### config.mk
export PLATFORM = sky130hd
export DESIGN_NAME = dbus_router
export DESIGN_NICKNAME = d
export VERILOG_FILES = /design/src/source/bus_pkg.sv /design/src/source/addr_map_pkg.sv /design/src/source/dbus_router.sv /design/src/source/test_mailbox.sv /design/src/source/response_merge.sv /design/src/source/region_decoder.sv
export SDC_FILE = /design/constraint.sdc
export NUM_CORES = 1
export LEC_CHECK = 0
export BUFFER_PORTS_ARGS = -buffer_cell sky130_fd_sc_hd__buf_2
export CORE_AREA = 3 3 177 179
export DETAILED_ROUTE_END_ITERATION = 7
export DIE_AREA = 0 0 180 182
export GPL_ROUTABILITY_DRIVEN = 0
export PLACE_DENSITY = 0.36
export REMOVE_ABC_BUFFERS = 1
export SYNTH_ARGS = -nofsm -noshare
export SYNTH_HDL_FRONTEND = slang
export SYNTH_SLANG_ARGS = --single-unit
### constraint.sdc
create_clock -name clk -period 1.71 [get_ports clk]
set_input_delay 0.342 -clock clk [delete_from_list [all_inputs] [get_ports clk]]
set_output_delay 0.342 -clock clk [all_outputs]
set_load 0.03 [all_outputs]
### src/source/bus_pkg.sv
// ########################################
// Core data-bus widths, request/response
// structs and the target-select vector
// ########################################

package bus_pkg;

  // Bus widths
  localparam int unsigned addr_w = 32;
  localparam int unsigned data_w = 32;
  localparam int unsigned be_w   = data_w / 8;

  typedef logic [addr_w-1:0] addr_w_t;

  // Request from the core or to a target, 70 bits
  typedef struct packed {
    logic              req;
    logic              we;
    logic [be_w-1:0]   be;
    addr_w_t           addr;
    logic [data_w-1:0] wdata;
  } bus_req_t;

  // Response from a target or to the core, 34 bits
  // Grant belongs to the request phase, rvalid/rdata to the response phase
  typedef struct packed {
    logic              gnt;
    logic              rvalid;
    logic [data_w-1:0] rdata;
  } bus_rsp_t;

  // One-hot target selection, all zero on an idle bus
  typedef struct packed {
    logic periph;
    logic stack;
    logic tcdm;
    logic mbox;
  } target_sel_t;

endpackage
### src/source/addr_map_pkg.sv
// ########################################
// Address map of the data bus: regions,
// mailbox offsets and status idle value
// ########################################

package addr_map_pkg;

  // Region byte sits in the top of the address
  localparam int unsigned region_lsb = 24;
  localparam int unsigned region_w   = bus_pkg::addr_w - region_lsb;

  typedef logic [region_w-1:0] region_t;

  // Stack memory lives in the lowest region
  localparam region_t stack_region = 8'h00;

  // Internal test mailbox
  localparam region_t mbox_region = 8'h80;

  // Mailbox registers
  localparam bus_pkg::addr_w_t mbox_status_addr = 32'h8000_0000;
  localparam bus_pkg::addr_w_t mbox_char_addr   = 32'h8000_0004;

  // Status before software has reported anything
  localparam logic [bus_pkg::data_w-1:0] status_idle = '1;

endpackage

### src/source/dbus_router.sv
// ########################################
// Data-bus router top: decoder, response
// merge and test mailbox
// ########################################

module dbus_router #(
  parameter int unsigned PERIPH_SEL_BIT = 20
) (
  input  logic                       clk,
  input  logic                       rst_n,

  // Core data port
  input  bus_pkg::bus_req_t          core_req_i,
  output bus_pkg::bus_rsp_t          core_rsp_o,

  // Peripheral port
  output bus_pkg::bus_req_t          periph_req_o,
  input  bus_pkg::bus_rsp_t          periph_rsp_i,

  // Stack memory
  output bus_pkg::bus_req_t          stack_req_o,
  input  bus_pkg::bus_rsp_t          stack_rsp_i,

  // Shared data memory
  output bus_pkg::bus_req_t          tcdm_req_o,
  input  bus_pkg::bus_rsp_t          tcdm_rsp_i,

  // Mailbox outputs
  output logic [bus_pkg::data_w-1:0] status_o,
  output logic                       status_valid_o,
  output logic [7:0]                 char_o,
  output logic                       char_valid_o
);

  import bus_pkg::*;

  target_sel_t sel;
  logic        mbox_rvalid;

  region_decoder #(
    .PERIPH_SEL_BIT ( PERIPH_SEL_BIT )
  ) i_region_decoder (
    .core_req_i     ( core_req_i     ),
    .sel_o          ( sel            ),
    .periph_req_o   ( periph_req_o   ),
    .stack_req_o    ( stack_req_o    ),
    .tcdm_req_o     ( tcdm_req_o     )
  );

  response_merge i_response_merge (
    .sel_i          ( sel            ),
    .periph_rsp_i   ( periph_rsp_i   ),
    .stack_rsp_i    ( stack_rsp_i    ),
    .tcdm_rsp_i     ( tcdm_rsp_i     ),
    .mbox_rvalid_i  ( mbox_rvalid    ),
    .core_rsp_o     ( core_rsp_o     )
  );

  // Mailbox sees the core request directly, gated by its select bit
  test_mailbox i_test_mailbox (
    .clk            ( clk            ),
    .rst_n          ( rst_n          ),
    .core_req_i     ( core_req_i     ),
    .mbox_sel_i     ( sel.mbox       ),
    .mbox_rvalid_o  ( mbox_rvalid    ),
    .status_o       ( status_o       ),
    .status_valid_o ( status_valid_o ),
    .char_o         ( char_o         ),
    .char_valid_o   ( char_valid_o   )
  );

endmodule

### src/source/test_mailbox.sv
// ########################################
// Test mailbox: status word, printed
// characters and region read-valid
// ########################################

module test_mailbox (
  input  logic                        clk,
  input  logic                        rst_n,
  input  bus_pkg::bus_req_t           core_req_i,
  input  logic                        mbox_sel_i,
  output logic                        mbox_rvalid_o,
  output logic [bus_pkg::data_w-1:0]  status_o,
  output logic                        status_valid_o,
  output logic [7:0]                  char_o,
  output logic                        char_valid_o
);

  import bus_pkg::*;
  import addr_map_pkg::*;

  logic              mbox_hit;
  logic              status_wr;
  logic              char_wr;
  logic              rvalid_q;
  logic [data_w-1:0] status_q;
  logic              status_valid_q;
  logic [7:0]        char_q;
  logic              char_valid_q;

  assign mbox_hit  = core_req_i.req & mbox_sel_i;
  assign status_wr = mbox_hit & core_req_i.we & (core_req_i.addr == mbox_status_addr);
  assign char_wr   = mbox_hit & core_req_i.we & (core_req_i.addr == mbox_char_addr);

  // Answer every mailbox access one cycle later, reads and writes alike
  always_ff @(posedge clk or negedge rst_n) begin
    if (!rst_n) begin
      rvalid_q       <= 1'b0;
      status_q       <= status_idle;
      status_valid_q <= 1'b0;
      char_valid_q   <= 1'b0;
    end else begin
      rvalid_q     <= mbox_hit;
      char_valid_q <= char_wr;
      if (status_wr) begin
        status_q       <= core_req_i.wdata;
        // Sticky once software has reported
        status_valid_q <= 1'b1;
      end
    end
  end

  // Character byte, qualified by char_valid_q
  always_ff @(posedge clk) begin
    if (char_wr) begin
      char_q <= core_req_i.wdata[7:0];
    end
  end

  assign mbox_rvalid_o  = rvalid_q;
  assign status_o       = status_q;
  assign status_valid_o = status_valid_q;
  assign char_o         = char_q;
  assign char_valid_o   = char_valid_q;

endmodule

### src/source/response_merge.sv
// ########################################
// Merge of target grants, read data and
// read-valids into the core response
// ########################################

module response_merge (
  input  bus_pkg::target_sel_t sel_i,
  input  bus_pkg::bus_rsp_t    periph_rsp_i,
  input  bus_pkg::bus_rsp_t    stack_rsp_i,
  input  bus_pkg::bus_rsp_t    tcdm_rsp_i,
  input  logic                 mbox_rvalid_i,
  output bus_pkg::bus_rsp_t    core_rsp_o
);

  import bus_pkg::*;

  logic              core_gnt;
  logic              core_rvalid;
  logic [data_w-1:0] core_rdata;

  // Grant follows the selected target in the same cycle
  // Mailbox never stalls and an idle bus is always ready
  always_comb begin
    if (sel_i.periph) begin
      core_gnt = periph_rsp_i.gnt;
    end else if (sel_i.stack) begin
      core_gnt = stack_rsp_i.gnt;
    end else if (sel_i.tcdm) begin
      core_gnt = tcdm_rsp_i.gnt;
    end else begin
      core_gnt = 1'b1;
    end
  end

  // Read-valids are single-cycle pulses, any source answers the core
  assign core_rvalid = periph_rsp_i.rvalid
                     | stack_rsp_i.rvalid
                     | tcdm_rsp_i.rvalid
                     | mbox_rvalid_i;

  // Fixed priority periph > stack > tcdm
  // Mailbox returns no data, so rdata stays zero for it
  always_comb begin
    if (periph_rsp_i.rvalid) begin
      core_rdata = periph_rsp_i.rdata;
    end else if (stack_rsp_i.rvalid) begin
      core_rdata = stack_rsp_i.rdata;
    end else if (tcdm_rsp_i.rvalid) begin
      core_rdata = tcdm_rsp_i.rdata;
    end else begin
      core_rdata = '0;
    end
  end

  always_comb begin
    core_rsp_o.gnt    = core_gnt;
    core_rsp_o.rvalid = core_rvalid;
    core_rsp_o.rdata  = core_rdata;
  end

endmodule

### src/source/region_decoder.sv
// ########################################
// Address region decoder and request
// fan-out to periph, stack and tcdm
// ########################################

module region_decoder #(
  parameter int unsigned PERIPH_SEL_BIT = 20
) (
  input  bus_pkg::bus_req_t    core_req_i,
  output bus_pkg::target_sel_t sel_o,
  output bus_pkg::bus_req_t    periph_req_o,
  output bus_pkg::bus_req_t    stack_req_o,
  output bus_pkg::bus_req_t    tcdm_req_o
);

  import bus_pkg::*;
  import addr_map_pkg::*;

  region_t     region;
  logic        periph_bit;
  target_sel_t sel;

  // Copy of the core request with req replaced by the target's select bit
  function automatic bus_req_t gate_req(input bus_req_t req_in, input logic en);
    bus_req_t req_out;
    req_out     = req_in;
    req_out.req = en;
    return req_out;
  endfunction

  assign region     = core_req_i.addr[region_lsb +: region_w];
  assign periph_bit = core_req_i.addr[PERIPH_SEL_BIT];

  // Region rule in priority order:
  // mailbox, then periph bit, then stack region, else tcdm
  always_comb begin
    sel = '0;
    if (core_req_i.req) begin
      if (region == mbox_region) begin
        sel.mbox = 1'b1;
      end else if (periph_bit) begin
        sel.periph = 1'b1;
      end else if (region == stack_region) begin
        sel.stack = 1'b1;
      end else begin
        sel.tcdm = 1'b1;
      end
    end
  end

  assign sel_o = sel;

  // All targets see the same payload, only the selected one gets req
  assign periph_req_o = gate_req(core_req_i, sel.periph);
  assign stack_req_o  = gate_req(core_req_i, sel.stack);
  assign tcdm_req_o   = gate_req(core_req_i, sel.tcdm);

endmodule

# == After elaboration in Yosys (flattened, before gate mapping) ==
# Index checks and enable logic that the tools add are counted.
# word_totals
regBits,43
latch_bits,0
ram_bits,0
mem_bits_ro,0
inputBits,174
out_inout_bits,286
word_cells,29
n_memories,0
# classes
addsub,0
multipliers,0
div_mod_pow,0
magnitude_cmp,0
n_eq_ne,3
shift,0
muxes,13
bitwise_logic,7
n_reduce_logical,1
# ops
cell,count
$mux W32,3
$eq A32 B32 Y1 const B,2
$eq A8 B8 Y1 const B,1
$logic_not A8 Y1,1
$mux W1,7
$and A1 B1 Y1,4
$mux W4,1
$mux W3,1
$or A1 B1 Y1,3
$mux W2,1

# == Logic depth before layout (Yosys ltp) ==
# depth
ltp_word,8
ltp_mapped,5
mapped_depth_nobuf,4

# == Modules after synthesis ==
# A second synthesis with hierarchy kept.
# hier_totals
cells_unflattened,466
hier_area_um2,4224.1
# by_module_without_submodules
module,instances,cells_per_inst,area_each_um2,seq_area_each_um2
test_mailbox,1,94,1677.9,1156.1
region_decoder,1,219,1639.1,0.0
response_merge,1,153,907.1,0.0

# == Worst setup path after synthesis ==
# OpenSTA, ideal clock, no wires.
# synth_timing
path_kind,input -> output
from,input core_req_i[58] in the netlist's numbering
to,output stack_req_o[69] in the netlist's numbering
t_arrival_ps,1856
t_required_ps,1368
path_slack_ps,-488
cell_stages,3
path_buffers,0
path_cell_list,nor4_4 -> nand2_1 -> nor4b_1
# synth_lines
element,line_no,source
start: declaration,dbus_router.sv:13,"input bus_pkg::bus_req_t core_req_i,"
end: declaration,dbus_router.sv:21,"output bus_pkg::bus_req_t stack_req_o,"

==> qor.csv <==
stage;metric;value;unit
synth;yosysWarnings;0;
global_route;grt_pass1_wl;21.9;mm
setup_path;path_class;in2out;
setup_path;crit_path_start_kind;input pin;
global_route;antenna_found_initial;0;
sta;timing.final.max_slew_violations;0;
global_route;grt_use_total;8.52;%
clocking;postCtsHoldBufs;0;
sta;timing.hold.ws;-0.00330;ns
min_path;hp-class;in2async;
detailed_routing;drt-total-wl;16.3;mm
sta;tns;-0.202;ns
global_route;first_global_vias;3679;
setup_path;required;1.37;ns
synth;yosys_register_bits;43;
sta;fmax;0.561;GHz
power;power_density;608;nW/um^2
floorplanning;chipWidth;180;um
sta;rsz0062_at_grt;true;
sta;setup_viol;11;
placed_design;dpl.hpwl;12.8;mm
synth;netlist_area;3910;sq um
setup_path;worst_path_max_delay_cell;nor4_4;
detailed_routing;vias;3905;
floorplanning;die_h;182;um
sta;fin_ws;-0.0717;ns
clocking;htreeDepth;2;
setup_path;arrival;1.44;ns
run_status;outcome;finished, violations left;
synth;ys_top_cells_by_count;209 x buf_4, 37 x nand2_1, 32 x dfstp_2, 32 x o21ai_0;
global_route;grt_max_degree;25;
detailed_routing;wl_per_cell;14.6;um
finish;nets;895;
global_route;grt.overflow.total;0;
setup_path;crit_fanout;3;
detailed_routing;ant_nets;0;
detailed_routing;drt-pass1-iter-count;4;
detailed_routing;drc;0;
setup_path;crit_path_end_kind;output pin;
clocking;cts_tree;yes;
synth;synthFlopType;dfstp_2;
synth;synth.avg_cell_area;9.11;sq um
floorplanning;io_pins;460;
run_status;violations;hold timing, setup timing;
clocking;cts_root_buf;clkbuf_16;
sta;fin_skew;0;ns
sta;layout_min_cycle_time;1.78;ns
power;ir_worst_vdd;0.000543;V
floorplanning;placementRows;63;
finish;area_growth_syn_to_layout;60.1;%
clocking;cts.clk_slew.worst_paths;0.06;ns
clocking;cts_buffers;5;
detailed_routing;viasPerCell;3.51;
power;p_total;3800;uW
clocking;clock_sinks;43;
finish;fin_util;21.0;%
finish;antenna_cells;0;
power;p_leak;0.00327;uW
synth;yosysSeqAreaShare;29.6;%
clocking;cts_buffer_depth;2;
sta;worstMarginPinSlew;0.462;ns
setup_path;cp_cell_sequence;buf_8, nor4_4, buf_4, nand2_4, mux2i_1, a32oi_1, buf_4;
placed_design;dpl_cell_area;5450;sq um
floorplanning;coreArea;29700;sq um
sta;slew_headroom;69.2;%
detailed_routing;first_iter_violations;45;
job;maxCapViolations;0;
synth;synth_cells;429;
setup_path;path_common_cell;buf_4;
finish;fillCellCount;3319;
synth;netlist.top_cell.by_area;buf_4;
synth;yosysTopAreaCellShare;40.2;%
synth;ys_types;27;
synth;ys_top_cells_by_area;buf_4 40%, dfstp_2 22%, mux2_2 8.9%;
setup_path;max_stage_delay;0.27;ns
sta;finalHoldViolations;1;
finish;design_area;6250;sq um
sta;fin_crit_sh;104;%
finish;drive_gt1_share;84.8;%
synth;synthArstFlopShare;81.4;%
clocking;clkLatencyLatePin;0.29;ns
synth;synth_edf_count;8;
floorplanning;start_util;13.1;%
floorplanning;die-area;32800;sq um
synth;synth.most_common_cell;buf_4;
placed_design;port_buffers;443;
==> sequential cells by signal (all words and copies together) (netlist names) <==
register                       count
i_test_mailbox.status_o           32
i_test_mailbox.char_o              8
i_test_mailbox.status_valid_o      1
i_test_mailbox.char_valid_o        1
i_test_mailbox.mbox_rvalid_o       1
==> timing repair <==
item	in CTS	in global routing
setup endpoints to repair	46	69
buffers inserted	2	1
pin swaps	5	14
gates cloned	1	6
resized for setup	40	97
endpoints found under the hold margin	0	0
==> report_power, final <==
group / switching, uW / internal (uW)
clock: 439 / 690
sequential: 0.0307 / 1050
combinational: 1050 / 573
==> final cells by class <==
| cell class | count | area, sq um | share of cell area, % |
|---|---|---|---|
| clock buffer | 5 | 125 | 2.00 |
| clock inverter | 3 | 42.5 | 0.680 |
| inverter | 3 | 11.3 | 0.180 |
| multi-input combinational | 157 | 1370 | 21.9 |
| sequential | 43 | 1160 | 18.5 |
| tap | 390 | 488 | 7.80 |
| timing repair buffer | 511 | 3060 | 49.0 |
==> per-layer routing <==
| metal | share of wire [%] | vias up | routed length [um] | global-route usage (%) |
|---|---|---|---|---|
| met5 | 0 | - | 0 | 0 |
| met4 | 2.2 | 0 | 352 | 2.26 |
| met3 | 11 | 18 | 1830 | 3.57 |
| met2 | 52 | 288 | 8390 | 15.5 |
| met1 | 35 | 1780 | 5700 | 9.10 |
| li1 | - | 1819 | - | - |
==> stage by stage <==
step,instances,setup slack [ns]
2_1_floorplan,203,-0.907
3_3_place_gp,1094,-0.391
3_5_place_dp,1094,-0.384
4_1_cts,1105,-0.0657
5_1_grt,1112,-0.171
6_report,1112,-0.0717
==> placed cells by master (no fill, tap or decap), types with 2 or more instances in the layout <==
cell type	instances
mux2_4	32
or2_2	2
o21ai_0	8
nand2_1	36
clkbuf_16	10
buf_6	14
inv_1	3
a22oi_1	15
dfstp_2	32
buf_8	3
buf_4	76
o21ai_1	24
buf_12	5
buf_2	407
a22oi_2	16
nand4_1	2
nor2_1	3
edfxtp_1	8
nor4_4	4
nor4_2	2
dfrtp_1	3
==> kinds of logic after synthesis <==
| kind of cell | Yosys count | share of synthesized area (%) |
|---|---|---|
| AO/OA/AOI/OAI | 66 | 10.6 |
| AND/OR/NAND/NOR | 58 | 7.69 |
| multiplexers | 33 | 9.48 |
| buffers and inverters | 229 | 42.7 |
| flip-flops | 43 | 29.6 |
==> critical path, delay by kind of cell <==
kind	cells	cell delay (ns)
compound gates	1	0.17
buf+inv	3	0.46
mux	1	0.12
simple gates	2	0.34
==> path summary, 6_finish.rpt <==
kind	from	to	slack [ns]	cells after the start
worst max-delay path	core_req_i[62]	core_rsp_o[33]	-0.07	7
worst min-delay path	rst_n	i_test_mailbox.status_valid_o	-0.003	1
worst max register to register	i_test_mailbox.status_valid_o	i_test_mailbox.status_valid_o	0.94	1
worst min register to register	i_test_mailbox.status_valid_o	i_test_mailbox.status_valid_o	0.47	1
max in group asynchronous	rst_n	i_test_mailbox.status_o[6]	1.13	2
min in group clk	core_req_i[3]	i_test_mailbox.char_o[3]	0.28	1
Power figures use the tool's default switching activity.
